$ cat config.mk
export PLATFORM = sky130hd
export DESIGN_NAME = locator_top
export DESIGN_NICKNAME = d
export VERILOG_FILES = /design/src/logic/locator_pkg.sv /design/src/logic/locator_top.sv /design/src/logic/fix_smoother.sv /design/src/logic/nearest_target_tracker.sv /design/src/logic/polar_to_cartesian.sv /design/src/logic/calc_rsin.sv
export SDC_FILE = /design/constraint.sdc
export NUM_CORES = 1
export LEC_CHECK = 0
export BUFFER_PORTS_ARGS = -buffer_cell sky130_fd_sc_hd__buf_2
export CAP_MARGIN = 20
export CORE_MARGIN = 2
export CORE_UTILIZATION = 53
export CTS_CLUSTER_SIZE = 28
export DETAILED_ROUTE_END_ITERATION = 16
export PLACE_DENSITY = 0.76
export SLEW_MARGIN = 0
export SYNTH_ARGS = -nofsm -noshare
export SYNTH_HDL_FRONTEND = slang
export SYNTH_SLANG_ARGS = --single-unit
$ cat constraint.sdc
create_clock -name clk -period 6.3 [get_ports clk]
set_clock_uncertainty 0.15 [all_clocks]
set_input_delay 1.26 -clock clk [delete_from_list [all_inputs] [get_ports clk]]
set_output_delay 1.26 -clock clk [all_outputs]
set_load 0.01 [all_outputs]
$ cat src/logic/locator_pkg.sv
`default_nettype none

package locator_pkg;

   ////////////////////
   // bearing codes
   ////////////////////
   // theta counts in 15 degree steps, only odd multiples are used
   localparam logic [3:0] THETA_15  = 4'd1;
   localparam logic [3:0] THETA_45  = 4'd3;
   localparam logic [3:0] THETA_75  = 4'd5;
   localparam logic [3:0] THETA_105 = 4'd7;
   localparam logic [3:0] THETA_135 = 4'd9;
   localparam logic [3:0] THETA_165 = 4'd11;
   localparam logic [3:0] THETA_LAST = THETA_165; // bearing that closes a sweep

   ////////////////////
   // sine constants
   ////////////////////
   // q8 fixed point, sin * 256 rounded
   localparam logic [7:0] SIN15_Q8 = 8'd66;  // 0.2588
   localparam logic [7:0] SIN45_Q8 = 8'd181; // 0.7071
   localparam logic [7:0] SIN75_Q8 = 8'd247; // 0.9659

   ////////////////////
   // shared words
   ////////////////////
   // one range sample from the transducer, theta in the upper nibble
   typedef struct packed {
      logic [3:0] theta; // bearing code
      logic [7:0] r;     // range, zero when nothing came back
   } sample_t;

   // cartesian position, both axes two's complement
   typedef struct packed {
      logic signed [8:0] x;
      logic signed [8:0] y;
   } point_t;

   // nearest echo of one sweep
   typedef struct packed {
      logic       found; // sweep had at least one echo
      logic [7:0] r;
      logic [3:0] theta;
      point_t     pos;
   } fix_t;

endpackage

`default_nettype wire
$ cat src/logic/locator_top.sv
`timescale 1ns/1ps
`default_nettype none

// locator back end, samples in, fix and smoothed position out
module locator_top import locator_pkg::*; (
   input  wire logic    clk,
   input  wire logic    arst_n,
   input  wire logic    sample_valid,
   input  wire sample_t sample,
   output logic         fix_valid,    // 1 cycle after last sample
   output fix_t         fix,
   output logic         smooth_valid, // 2 cycles after last sample
   output point_t       smooth_pos
);

   point_t pos; // combinational position of the incoming sample

   ////////////////////
   // datapath
   ////////////////////
   polar_to_cartesian u_polar_to_cartesian (
      .sample (sample),
      .pos    (pos)
   );

   nearest_target_tracker u_nearest_target_tracker (
      .clk          (clk),
      .arst_n       (arst_n),
      .sample_valid (sample_valid),
      .sample       (sample),
      .pos          (pos),
      .fix_valid    (fix_valid),
      .fix          (fix)
   );

   // fed straight from the tracker registers
   fix_smoother u_fix_smoother (
      .clk          (clk),
      .arst_n       (arst_n),
      .fix_valid    (fix_valid),
      .fix          (fix),
      .smooth_valid (smooth_valid),
      .smooth_pos   (smooth_pos)
   );

endmodule

`default_nettype wire

$ cat src/logic/fix_smoother.sv
`timescale 1ns/1ps
`default_nettype none

// running two-point average of found fixes
module fix_smoother import locator_pkg::*; (
   input  wire logic clk,
   input  wire logic arst_n,
   input  wire logic fix_valid,
   input  wire fix_t fix,
   output logic      smooth_valid,
   output point_t    smooth_pos
);

   logic              primed; // a found fix has been seen since reset
   logic signed [9:0] sum_x;  // one guard bit, no overflow
   logic signed [9:0] sum_y;
   logic signed [9:0] half_x;
   logic signed [9:0] half_y;
   point_t            avg;

   ////////////////////
   // average
   ////////////////////
   always_comb begin
      sum_x  = {smooth_pos.x[8], smooth_pos.x} + {fix.pos.x[8], fix.pos.x}; // sign extend
      sum_y  = {smooth_pos.y[8], smooth_pos.y} + {fix.pos.y[8], fix.pos.y};
      half_x = sum_x >>> 1; // floor, rounds toward minus infinity
      half_y = sum_y >>> 1;
      avg.x  = half_x[8:0]; // always back in 9 bit range
      avg.y  = half_y[8:0];
   end

   always_ff @(posedge clk or negedge arst_n) begin
      if (!arst_n) begin
         primed       <= 1'b0;
         smooth_valid <= 1'b0;
         smooth_pos   <= '0;
      end else begin
         smooth_valid <= 1'b0;

         // empty sweeps are dropped here
         if (fix_valid && fix.found) begin
            smooth_valid <= 1'b1;
            primed       <= 1'b1;
            if (!primed) begin
               smooth_pos <= fix.pos; // first fix seeds the filter
            end else begin
               smooth_pos <= avg;
            end
         end
      end
   end

endmodule

`default_nettype wire

$ cat src/logic/nearest_target_tracker.sv
`timescale 1ns/1ps
`default_nettype none

// closest echo per sweep, published when the 165 sample arrives
module nearest_target_tracker import locator_pkg::*; (
   input  wire logic    clk,
   input  wire logic    arst_n,
   input  wire logic    sample_valid, // one cycle strobe
   input  wire sample_t sample,
   input  wire point_t  pos,          // cartesian form of sample, same cycle
   output logic         fix_valid,
   output fix_t         fix
);

   fix_t cand_q; // best so far in this sweep, all zero while empty
   fix_t cand_d; // candidate once the current sample is folded in
   logic closer; // current sample beats the held one
   logic is_last;

   ////////////////////
   // search
   ////////////////////
   always_comb begin
      // zero range is no echo, ties keep the older sample
      closer  = (sample.r != 8'd0) && (!cand_q.found || (sample.r < cand_q.r));
      is_last = (sample.theta == THETA_LAST);

      cand_d = cand_q;
      if (closer) begin
         cand_d.found = 1'b1;
         cand_d.r     = sample.r;
         cand_d.theta = sample.theta;
         cand_d.pos   = pos;
      end
   end

   ////////////////////
   // state
   ////////////////////
   always_ff @(posedge clk or negedge arst_n) begin
      if (!arst_n) begin
         cand_q    <= '0;
         fix_valid <= 1'b0;
         fix       <= '0;
      end else begin
         fix_valid <= 1'b0; // pulse only

         if (sample_valid) begin
            if (is_last) begin
               // last bearing counts toward its own sweep
               fix_valid <= 1'b1;
               fix       <= cand_d; // empty sweep leaves this all zero
               cand_q    <= '0;     // next sweep starts clean
            end else begin
               cand_q <= cand_d;
            end
         end
      end
   end

endmodule

`default_nettype wire

$ cat src/logic/polar_to_cartesian.sv
`timescale 1ns/1ps
`default_nettype none

// bearing + range in, signed x/y out, no clock
module polar_to_cartesian import locator_pkg::*; (
   input  wire sample_t sample,
   output point_t       pos
);

   logic [7:0] rsin_15; // r * sin 15
   logic [7:0] rsin_45; // r * sin 45
   logic [7:0] rsin_75; // r * sin 75

   // magnitudes, shared by all six bearings
   calc_rsin u_calc_rsin (
      .r       (sample.r),
      .rsin_15 (rsin_15),
      .rsin_45 (rsin_45),
      .rsin_75 (rsin_75)
   );

   ////////////////////
   // quadrant select
   ////////////////////
   // cos of the bearing is sin of its complement, so x swaps 15 and 75
   // past 90 degrees x flips sign, y stays positive
   always_comb begin
      case (sample.theta)
         THETA_15: begin
            pos.x = {1'b0, rsin_75};
            pos.y = {1'b0, rsin_15};
         end
         THETA_45: begin
            pos.x = {1'b0, rsin_45};
            pos.y = {1'b0, rsin_45};
         end
         THETA_75: begin
            pos.x = {1'b0, rsin_15};
            pos.y = {1'b0, rsin_75};
         end
         THETA_105: begin // mirror of 75
            pos.x = -{1'b0, rsin_15}; // true negate, not a sign bit
            pos.y = {1'b0, rsin_75};
         end
         THETA_135: begin // mirror of 45
            pos.x = -{1'b0, rsin_45};
            pos.y = {1'b0, rsin_45};
         end
         default: begin // 165 and any stray code
            pos.x = -{1'b0, rsin_75};
            pos.y = {1'b0, rsin_15};
         end
      endcase
   end

endmodule

`default_nettype wire

$ cat src/logic/calc_rsin.sv
`timescale 1ns/1ps
`default_nettype none

// r * sin(theta) for the three magnitudes the six bearings need
module calc_rsin import locator_pkg::*; (
   input  wire logic [7:0] r,
   output logic      [7:0] rsin_15,
   output logic      [7:0] rsin_45,
   output logic      [7:0] rsin_75
);

   ////////////////////
   // q8 product
   ////////////////////
   // constant is fixed per call so synthesis keeps only the set-bit adders
   function automatic logic [7:0] rsin_q8(input logic [7:0] r_in, input logic [7:0] k);
      logic [15:0] acc;
      acc = '0;
      for (int i = 0; i < 8; i++) begin
         if (k[i]) begin
            acc = acc + ({8'd0, r_in} << i); // one partial product per set bit
         end
      end
      return acc[15:8]; // drop the q8 fraction, floor
   endfunction

   // 66  = 64 + 2           -> two terms
   // 181 = 128 + 32 + 16 + 4 + 1
   // 247 = everything but bit 3
   // max product 255 * 247 still fits 16 bits
   always_comb begin
      rsin_15 = rsin_q8(r, SIN15_Q8);
      rsin_45 = rsin_q8(r, SIN45_Q8);
      rsin_75 = rsin_q8(r, SIN75_Q8);
   end

endmodule

`default_nettype wire

==> results of run 1 <==
## where the power goes
group	switching, mW	internal [mW]	total (mW)
combinational	2.05	1.91	3.97
sequential	0.196	0.744	0.940
clock	0.220	0.308	0.527
total	2.47	2.96	5.43
## registers in the layout, summed over array words and instances, names as in the netlist
name and cells:
u_nearest_target_tracker.fix 31, u_nearest_target_tracker.fix_valid 1, u_fix_smoother.smooth_pos 18, u_nearest_target_tracker.cand_q 31, u_fix_smoother.primed 1, u_fix_smoother.smooth_valid 1
## what timing repair did
item | in CTS | in global routing
hold buffers | 0 | 0
resized for setup | 31 | 52
setup endpoints to repair | 29 | 33
pin swaps | 32 | 40
buffers inserted | 10 | 11
## Yosys cell counts (all sizes together), types with 6 or more instances
master,number,area (µm²)
nand2,110,413
o21ai,92,460
dfrtp,83,2080
inv,78,293
ha,73,913
nor2,59,221
a21oi,43,219
fa,38,761
xnor2,33,289
clkbuf,28,106
nor3,17,85.1
o22ai,17,106
a31oi,15,93.8
xor2,13,114
mux2i,12,120
a21o,9,67.6
nand3,9,45.0
nor2b,8,50.1
o21a,8,60.1
a221oi,7,67.6
and3,7,43.8
nand4,6,37.5
## per-stage QoR
step           TNS, ns  cells  power (mW)  setup slack [ns]
6_report        -10.26   1147        5.43            -0.546
5_1_grt         -17.60   1147        5.85            -0.818
4_1_cts          -8.62   1137        4.91            -0.530
3_5_place_dp    -23.54   1111        4.10             -1.01
3_3_place_gp    -19.60   1111        4.02            -0.878
2_1_floorplan   -16.79    846        3.07            -0.929
## routing by layer
layer  up-vias  part of all wire, %
li1       3184                    -
met1      3193                   44
met2       232                   48
met3        51                  5.2
met4         0                  2.8
met5         -                    0
## cell families after synthesis
group,count (synthesis),synth area share (%)
AO/OA/AOI/OAI,241,20.7
XOR/XNOR,46,5.53
buffers and inverters,112,5.82
multiplexers,12,1.65
adder cells (fa/ha/maj),111,23.0
AND/OR/NAND/NOR,241,14.8
flip-flops,83,28.5
## worst reg2reg max path, cell delays in order (launching register included)
cell	delay, ns
dfrtp_1	0.37
inv_1	0.07
ha_1	0.28
a211o_1	0.29
a31oi_1	0.17
nor3_1	0.09
or2_2	0.65
nor2_1	0.63
o221a_2	0.33
o21ai_2	0.06
o22ai_2	0.19
a211oi_2	0.09
## worst max-delay path by stage
stage,start,to,slack (ns)
floorplan,sample[3],u_nearest_target_tracker.fix[17],-0.93
global placement,sample[3],u_nearest_target_tracker.fix[17],-0.88
detailed placement,sample[3],u_nearest_target_tracker.fix[17],-1.01
CTS,sample[3],u_nearest_target_tracker.cand_q[14],-0.53
global route,sample[3],u_nearest_target_tracker.cand_q[16],-0.82
finish,sample[3],u_nearest_target_tracker.cand_q[14],-0.55
## layout make-up
class                      count  area share (%)
clock inverter                 6           0.716
inverter                      80            3.34
tap                          176            2.42
clock buffer                  10            2.52
sequential                    83            22.8
timing repair buffer         141            10.5
multi-input combinational    651            57.7
==> impl_metrics.py, run 1 <==
metrics = {
    "yosys": {
        "syn_area_um2": 7280,
        "synthFlopType": "dfrtp_1",
        "seq_area_frac_synth_pct": 28.5,
        "async_flop_share_pct": 100,
        "synth_cell_type_count": 65,
        "syn_avg_cell_area_um2": 8.61,
        "ys.warnings.count": 0,
        "synth_edf_count": 0,
        "syn_inst": 846,
        "syn_nets": 972,
        "synth-seq-cells": 83,
    },
    "global_routing": {
        "grtUsageTotal_pct": 28.6,
        "grt_max_degree": 54,
        "grt_pass1_vias": 6763,
        "use_met2_pct": 48.3,
        "antenna_found_initial": 0,
        "grt_pass1_wl_um": 33200,
        "grt_util_met1_pct": 37.2,
        "use_met3_pct": 4.84,
        "busiest_layer": "met2",
        "overflow": 0,
    },
    "critical_path": {
        "cp.required_ns": 6.39,
        "worstReg2RegStart": "u_nearest_target_tracker.cand_q[24]",
        "cpLargestDelayFamily": "adder cells",
        "max_stage_delay_ns": 0.55,
        "r2r_slack_ns": 2.78,
        "cp_num_buf_inv": 4,
        "cp.depth": 25,
        "cp_max_fo": 4,
        "reg2reg_depth": 11,
        "end_kind": "flop",
        "cp_common_cell": "fa_1",
        "arrival_ns": 6.94,
        "crit_type": "input port to flop",
        "slowest_stage": "fa_1",
        "cp-start-kind": "input port",
        "worstReg2RegEnd": "u_nearest_target_tracker.cand_q[14]",
    },
    "min_path": {
        "whs_path_depth": 2,
        "hp-start": "u_nearest_target_tracker.fix[18]",
        "hold_end": "u_nearest_target_tracker.fix[18]",
        "hp-class": "flop to flop",
    },
    "run": {
        "drv_cap": 0,
    },
    "route": {
        "vias": 6660,
        "wirelength_um": 20300,
        "drcViolationCount": 0,
        "dr.pass1.iters": 7,
        "viasPerCell": 5.81,
        "ant_nets": 0,
        "wl_per_cell_um": 17.7,
        "drt_iter0_drc": 469,
    },
    "sta": {
        "drv_slew": 0,
        "fmax_mhz": 146,
        "setup_viol": 27,
        "finalCriticalPeriod_ns": 6.85,
        "grt_setup_unrepaired": "yes",
        "worst_slack_ns": -0.546,
        "finalHoldViolations": 0,
        "min_period_over_period_pct": 109,
        "tightest_slew_ns": 1.08,
        "max_slew_margin_pct": 28.1,
        "hold_slack_ns": 0.321,
    },
    "clock_network": {
        "insertion_delay_ns": 0.34,
        "cts_buffers": 9,
        "htreeDepth": 3,
        "cts_sinks": 83,
        "cts_root_buf": "clkbuf_16",
        "path_clk_slew_ns": 0.06,
        "cts_tree": "done",
        "clk_path_buf_depth": 2,
    },
    "cells_and_area": {
        "n_antenna_cell": 0,
        "fill_cells": 1083,
        "nets": 1092,
        "final_cell_mix": "nand2_1, dfrtp_1, inv_1",
        "post-route-util_pct": 68.1,
        "multiInputGateArea_um2": 5240,
        "stdcell_area_um2": 9090,
        "final_layout_size_suffix_gt1_share_pct": 24.7,
        "final_common_cell": "nand2_1",
        "register_area_um2": 2080,
        "syn2layout_area_growth_pct": 24.8,
    },
    "die": {
        "dieArea_um2": 14700,
        "initial_core_util_pct": 54.6,
        "rows": 42,
        "ios": 66,
        "die_height_um": 121,
        "die-width_um": 121,
        "placeableCoreArea_um2": 13300,
    },
    "power_and_ir_drop": {
        "cellPowerDensity_nw_per_um2": 598,
        "leakage_nw": 4.34,
        "irDropWorstVdd_mv": 0.439,
    },
    "placement": {
        "portBuffers": 65,
        "placed_area_um2": 8300,
        "dp_hpwl_um": 14800,
        "gp_congestion": 0.977,
    },
    "run_status": {
        "violations": "negative setup slack",
        "status": "finished with violations",
    },
}
No activity file was read; power rests on OpenSTA's default activity.
==> inputs of run 2 (changes only) <==
--- a/config.mk
+++ b/config.mk
@@ -12,7 +12,8 @@
 export CTS_CLUSTER_SIZE = 28
 export DETAILED_ROUTE_END_ITERATION = 16
 export PLACE_DENSITY = 0.76
-export SLEW_MARGIN = 0
+export SETUP_SLACK_MARGIN = 0.3
 export SYNTH_ARGS = -nofsm -noshare
 export SYNTH_HDL_FRONTEND = slang
+export SYNTH_HIERARCHICAL = 1
 export SYNTH_SLANG_ARGS = --single-unit
==> run 2 against run 1 <==
Net effect:
- the flow still finishes with violations (negative setup slack)
- global-route usage decreased by 2.3 points
- combinational power decreased by 14%
- maximum frequency increased by 8.4%
- sequential share of layout area decreased by 0.19 points
- routed wire length decreased by 5.1%
- sequential power increased by 2.4%
- via count increased by 1.7%
- hold slack improved by 0.030 ns
- largest cell class unchanged
==> impl_metrics.py, run 2 <==
metrics = {
    "clock_network": {
        "cts_tree": "done",
        "clk_path_buf_depth": 2,
        "insertion_delay_ns": 0.34,
        "cts_root_buf": "clkbuf_16",
        "cts_sinks": 83,
        "hold_buffers": 0,
        "cts_buffers": 9,
        "path_clk_slew_ns": 0.06,
        "htreeDepth": 3,
    },
    "cells_and_area": {
        "top_regs": "u_nearest_target_tracker/cand_q x31, u_nearest_target_tracker/fix x31, u_fix_smoother/smooth_pos x18",
        "final_common_cell": "dfrtp_1",
        "final_cell_mix": "dfrtp_1, buf_4, ha_1",
        "syn2layout_area_growth_pct": 22.9,
        "final_layout_size_suffix_gt1_share_pct": 23.9,
        "n_antenna_cell": 0,
        "nets": 1077,
    },
    "sta": {
        "tightest_slew_ns": 1.10,
        "finalHoldViolations": 0,
        "finalCriticalPeriod_ns": 6.31,
        "min_period_over_period_pct": 100,
        "worst_slack_ns": -0.0124,
        "drv_slew": 0,
        "hold_slack_ns": 0.351,
        "max_slew_margin_pct": 26.8,
        "setup_tns_ns": -0.0165,
        "setup_viol": 2,
        "fmax_mhz": 158,
        "grt_setup_unrepaired": "yes",
    },
    "yosys": {
        "async_flop_share_pct": 100,
        "synth_xor_xnor_area_share_pct": 5.28,
        "syn_nets": 952,
        "syn_area_um2": 7460,
        "ys_top_cells_by_count": "dfrtp_1, ha_1, nand2_1, inv_1, nand3_1",
        "synth_top_family_by_area": "adder cells",
        "synth_top_area_share_pct": 27.8,
        "synthFlopType": "dfrtp_1",
        "yosys.area_share.simple_pct": 17.6,
        "synth_most_common_cell": "dfrtp_1",
        "syn_inst": 827,
        "synthMuxAreaShare_pct": 1.88,
        "synth_cell_type_count": 73,
        "synth_top_cell_by_area": "dfrtp_1",
        "syn_avg_cell_area_um2": 9.02,
        "yosys-top-cells-area": "dfrtp_1, ha_1, fa_1, nand3_1, xnor2_1",
        "synth_edf_count": 0,
        "seq_area_frac_synth_pct": 27.8,
        "ys.warnings.count": 6,
        "synth_compound_area_share_pct": 19.3,
        "synthAdderAreaFrac_pct": 22.1,
        "synth-seq-cells": 83,
    },
    "route": {
        "dr.pass1.iters": 5,
        "drt_iter0_drc": 583,
        "wirelength_um": 19200,
        "dr_wl_met3_um": 1110,
        "ant_nets": 0,
        "top_layer": "met4",
        "wl_met2_um": 9480,
        "vias": 6774,
        "wl_per_cell_um": 16.9,
        "drcViolationCount": 0,
        "routedLengthMet1_um": 8200,
        "viasPerCell": 5.96,
    },
    "placement": {
        "dp_hpwl_um": 14000,
        "gp_congestion": 0.921,
        "portBuffers": 65,
    },
    "run_status": {
        "violations": "negative setup slack",
        "status": "finished with violations",
    },
    "critical_path": {
        "worstReg2RegStart": "u_nearest_target_tracker/cand_q[25]",
        "worstReg2RegEnd": "u_nearest_target_tracker/cand_q[29]",
        "reg2reg_depth": 8,
        "cp.required_ns": 6.38,
        "r2r_slack_ns": 3.06,
        "cp-start-kind": "input port",
        "crit_type": "input port to flop",
        "cp_max_fo": 4,
        "end_kind": "flop",
        "arrival_ns": 6.39,
    },
    "min_path": {
        "hold_end": "u_nearest_target_tracker/cand_q[3]",
        "hp-class": "flop to flop",
        "hp-start": "u_nearest_target_tracker/cand_q[3]",
        "whs_path_depth": 1,
    },
    "die": {
        "rows": 43,
        "ios": 66,
        "initial_core_util_pct": 54.0,
        "die_height_um": 123,
        "placeableCoreArea_um2": 13800,
        "die-width_um": 123,
        "dieArea_um2": 15000,
    },
    "power_and_ir_drop": {
        "cellPowerDensity_nw_per_um2": 537,
        "leakage_nw": 4.54,
        "irDropWorstVdd_mv": 0.294,
    },
    "global_routing": {
        "grt_pass1_wl_um": 31500,
        "grt_pass1_vias": 6469,
        "grtUsageTotal_pct": 26.3,
        "grt_max_degree": 84,
        "overflow": 0,
        "antenna_found_initial": 0,
    },
    "run": {
        "drv_cap": 0,
    },
}
==> run 2: cell types whose count changed in the layout (fill, tap and decap cells not counted), sizes merged, moves of 5 or more <==
cell / previous run / this run
nand2: 110 / 74
o21ai: 92 / 42
buf: 141 / 151
nor3b: 2 / 8
inv: 78 / 73
a311oi: 5 / 0
nand3: 9 / 61
a22o: 2 / 31
nor2: 59 / 43
a21o: 9 / 15
o22ai: 17 / 1
==> run 2: how the worst max path moves through the flow <==
| stage | slack, ns | startpoint | endpoint | depth (start not counted) |
|---|---|---|---|---|
| finish | -0.01 | sample[3] | u_nearest_target_tracker/cand_q[16] | 28 |
| global route | -0.25 | sample[3] | u_nearest_target_tracker/cand_q[15] | 28 |
| CTS | 0.01 | sample[3] | u_nearest_target_tracker/cand_q[15] | 28 |
| detailed placement | -0.42 | sample[3] | u_nearest_target_tracker/cand_q[15] | 28 |
| global placement | -0.31 | sample[3] | u_nearest_target_tracker/cand_q[15] | 28 |
| floorplan | -0.05 | sample[3] | u_nearest_target_tracker/cand_q[15] | 27 |
==> run 2: repair_timing <==
item | in CTS | in global routing
gates resized for setup | 26 | 36
endpoints found under the setup margin | 20 | 25
buffers inserted | 12 | 5
pin swaps | 18 | 28
==> run 2: cell type report <==
cell class              instances  area (µm²)
clock buffers                  10         229
clock inverters                 6        87.6
fillers                      1082        4660
inverters                      74         282
multi-input cells             633        5240
flip-flops and latches         83        2080
well taps                     180         225
repair buffers                151        1030
==> run 2: cells by family (layout without fill, tap and decap cells) <==
group	Yosys count	in the layout
other	2	2
adder cells (fa/ha/maj)	110	110
AND/OR/NAND/NOR	260	260
multiplexers	14	14
XOR/XNOR	45	45
buffers and inverters	111	241
AO/OA/AOI/OAI	202	202
flip-flops	83	83
==> run 2: through the flow <==
| step | total power [mW] | instances | worst slack (ns) | area (µm²) | util [%] |
|---|---|---|---|---|---|
| 3_5_place_dp | 3.77 | 1102 | -0.417 | 8380 | 60.6 |
| 2_1_floorplan | 2.74 | 827 | -0.0513 | 7490 | - |
| 6_report | 4.92 | 1137 | -0.0124 | 9170 | 66.3 |
| 4_1_cts | 4.56 | 1130 | 0.0127 | 8890 | 64.3 |
| 5_1_grt | 5.29 | 1137 | -0.246 | 9170 | 66.3 |
| 3_3_place_gp | 3.69 | 1102 | -0.308 | 8380 | 60.6 |
==> run 2: report_power, final <==
part	switching (mW)	total (mW)	internal [mW]	leakage (nW)
sequential	0.209	0.963	0.754	1.05
clock	0.211	0.558	0.348	0.157
combinational	1.74	3.40	1.66	3.33
total	2.16	4.92	2.76	4.54
==> run 2: critical path: stages <==
cell,delay [ns]
buf_8,0.08
clkinvlp_4,0.11
fa_1,0.50
fa_1,0.50
inv_1,0.04
ha_1,0.29
a41oi_2,0.20
nor2b_1,0.07
nor2_1,0.11
xor2_1,0.20
fa_2,0.22
inv_2,0.04
fa_1,0.49
nand2_1,0.06
nor2_2,0.10
nand2_1,0.08
fa_2,0.37
inv_2,0.05
a21o_1,0.13
a21oi_2,0.08
a2bb2oi_2,0.17
nor2b_4,0.14
xnor2_2,0.15
nor4_4,0.29
a21oi_1,0.12
o21ai_1,0.17
nand4_1,0.15
a22o_1,0.23
==> run 2: per-layer routing <==
metal  GRT usage, %  vias up
met5              0        -
met4           9.48        0
met3           4.23       36
met2           44.3      254
met1           34.2     3292
li1               -     3192
==> inputs of run 3 (changes only) <==
==> constraint.sdc (replaced) <==
create_clock -name clk -period 7.6 [get_ports clk]
set_clock_uncertainty 0.15 [all_clocks]
set_input_delay 1.52 -clock clk [delete_from_list [all_inputs] [get_ports clk]]
set_output_delay 1.52 -clock clk [all_outputs]
set_load 0.01 [all_outputs]
==> run 3 against run 2 <==
Net effect:
- the run now ends clean
- non-clock buffer count fell by 71
- sequential share of layout area grew 2.5 points
- design area decreased by 9.9%
- critical path type unchanged
- critical endpoint is now u_nearest_target_tracker/cand_q[15]
- largest cell class unchanged
==> impl_metrics.py, run 3 (synthesis results as in run 2) <==
metrics = {
    "cells_and_area": {
        "syn2layout_area_growth_pct": 10.7,
        "final_layout_size_suffix_gt1_share_pct": 12.9,
        "final_common_cell": "dfrtp_1",
        "final_cell_mix": "dfrtp_1, nand2_1, ha_1",
        "n_antenna_cell": 0,
        "top_regs": "u_nearest_target_tracker/cand_q x31, u_nearest_target_tracker/fix x31, u_fix_smoother/smooth_pos x18",
        "fill_cells": 1179,
        "final_cells": 1065,
        "nets": 1006,
    },
    "die": {
        "dieArea_um2": 15000,
        "initial_core_util_pct": 54.0,
        "die_height_um": 123,
        "rows": 43,
        "die-width_um": 123,
        "placeableCoreArea_um2": 13800,
        "ios": 66,
    },
    "route": {
        "drt_iter0_drc": 560,
        "ant_nets": 0,
        "dr.pass1.iters": 5,
        "viasPerCell": 6.00,
        "wl_per_cell_um": 16.7,
        "wirelength_um": 17700,
        "drcViolationCount": 0,
        "vias": 6392,
    },
    "critical_path": {
        "cp-start-kind": "input port",
        "max_stage_delay_ns": 0.51,
        "reg2reg_depth": 8,
        "cp.required_ns": 7.68,
        "r2r_slack_ns": 4.32,
        "cp_num_buf_inv": 5,
        "cp_max_fo": 4,
        "crit_type": "input port to flop",
        "cp_common_cell": "fa_1",
        "end_kind": "flop",
        "arrival_ns": 7.00,
        "worstReg2RegStart": "u_nearest_target_tracker/cand_q[24]",
        "cpLargestDelayFamily": "adder cells",
        "slowest_stage": "fa_1",
        "worstReg2RegEnd": "u_nearest_target_tracker/cand_q[21]",
    },
    "power_and_ir_drop": {
        "irDropWorstVdd_mv": 0.239,
        "leakage_nw": 4.09,
        "cellPowerDensity_nw_per_um2": 393,
        "totalPowerFinal_mw": 3.25,
    },
    "clock_network": {
        "clk_path_buf_depth": 2,
        "path_clk_slew_ns": 0.06,
        "cts_buffers": 9,
        "postCtsSetupBuffers": 0,
        "cts_root_buf": "clkbuf_16",
        "ctsResizeCount": 0,
        "hold_buffers": 0,
        "insertion_delay_ns": 0.34,
        "cts_tree": "done",
        "htreeDepth": 3,
        "cts_sinks": 83,
    },
    "sta": {
        "grt_setup_unrepaired": "no",
        "setup_tns_ns": 0,
        "setup_viol": 0,
        "worst_slack_ns": 0.676,
        "finalHoldViolations": 0,
        "fmax_mhz": 144,
        "max_slew_margin_pct": 30.4,
        "min_period_over_period_pct": 91.1,
        "finalCriticalPeriod_ns": 6.92,
        "hold_slack_ns": 0.349,
        "tightest_slew_ns": 1.04,
        "drv_slew": 0,
    },
    "global_routing": {
        "grtUsageTotal_pct": 25.3,
        "grt_pass1_wl_um": 30300,
        "antenna_found_initial": 0,
        "grt_max_degree": 53,
        "grt_pass1_vias": 6262,
        "overflow": 0,
    },
    "min_path": {
        "hp-start": "u_nearest_target_tracker/cand_q[20]",
        "whs_path_depth": 1,
        "hold_end": "u_nearest_target_tracker/cand_q[20]",
        "hp-class": "flop to flop",
    },
    "placement": {
        "dp_slack_ns": 0.154,
        "placed_cells": 1050,
        "portBuffers": 65,
        "gp_congestion": 0.936,
        "dp_hpwl_um": 13300,
    },
    "run_status": {
        "status": "finished clean",
    },
    "run": {
        "drv_cap": 0,
    },
}
==> run 3: cell types whose count changed in the layout (fill, tap and decap cells not counted), moves of 4 or more <==
cell	before	now
buf_4	79	16
buf_6	6	0
inv_1	68	73
nand2_1	69	74
inv_2	4	0
nand2_2	4	0
nand3_1	57	61
nand3_2	4	0
xnor2_1	28	32
==> run 3: where the power goes <==
group,internal [mW],switching [mW]
clock,0.250,0.168
sequential,0.625,0.172
combinational,0.846,1.18
==> run 3: worst max path at each step <==
stage,start,to,slack (ns),cells past startpoint
final,sample[3],u_nearest_target_tracker/cand_q[15],0.68,28
after floorplan,sample[3],u_nearest_target_tracker/cand_q[15],0.75,27
after global routing,sample[3],u_nearest_target_tracker/cand_q[16],0.31,28
after global placement,sample[3],u_nearest_target_tracker/cand_q[15],0.30,28
after detailed placement,sample[3],u_nearest_target_tracker/cand_q[15],0.15,28
after CTS,sample[3],u_nearest_target_tracker/cand_q[15],0.52,28
==> run 3: stage by stage <==
stage,utilization [%],area [µm²]
3_5_place_dp,57.6,7970
6_report,59.8,8260
5_1_grt,59.8,8260
4_1_cts,59.7,8250
3_3_place_gp,57.6,7970
2_1_floorplan,-,7460
==> run 3: cell type report <==
| type | instances | area, µm² | area share, % |
|---|---|---|---|
| Timing Repair Buffer | 80 | 440 | 5.33 |
| Multi-Input combinational cell | 633 | 4960 | 60.0 |
| Inverter | 74 | 278 | 3.36 |
| Sequential cell | 83 | 2080 | 25.1 |
| Tap cell | 180 | 225 | 2.73 |
| Clock buffer | 9 | 225 | 2.73 |
| Clock inverter | 6 | 57.6 | 0.697 |
==> run 3: layer usage <==
metal	up-vias	track usage, %	wire length, µm
met5	-	0	0
met4	0	8.69	425
met3	40	3.76	1030
met2	226	41.7	8440
met1	3070	34.1	7850
li1	3056	-	-
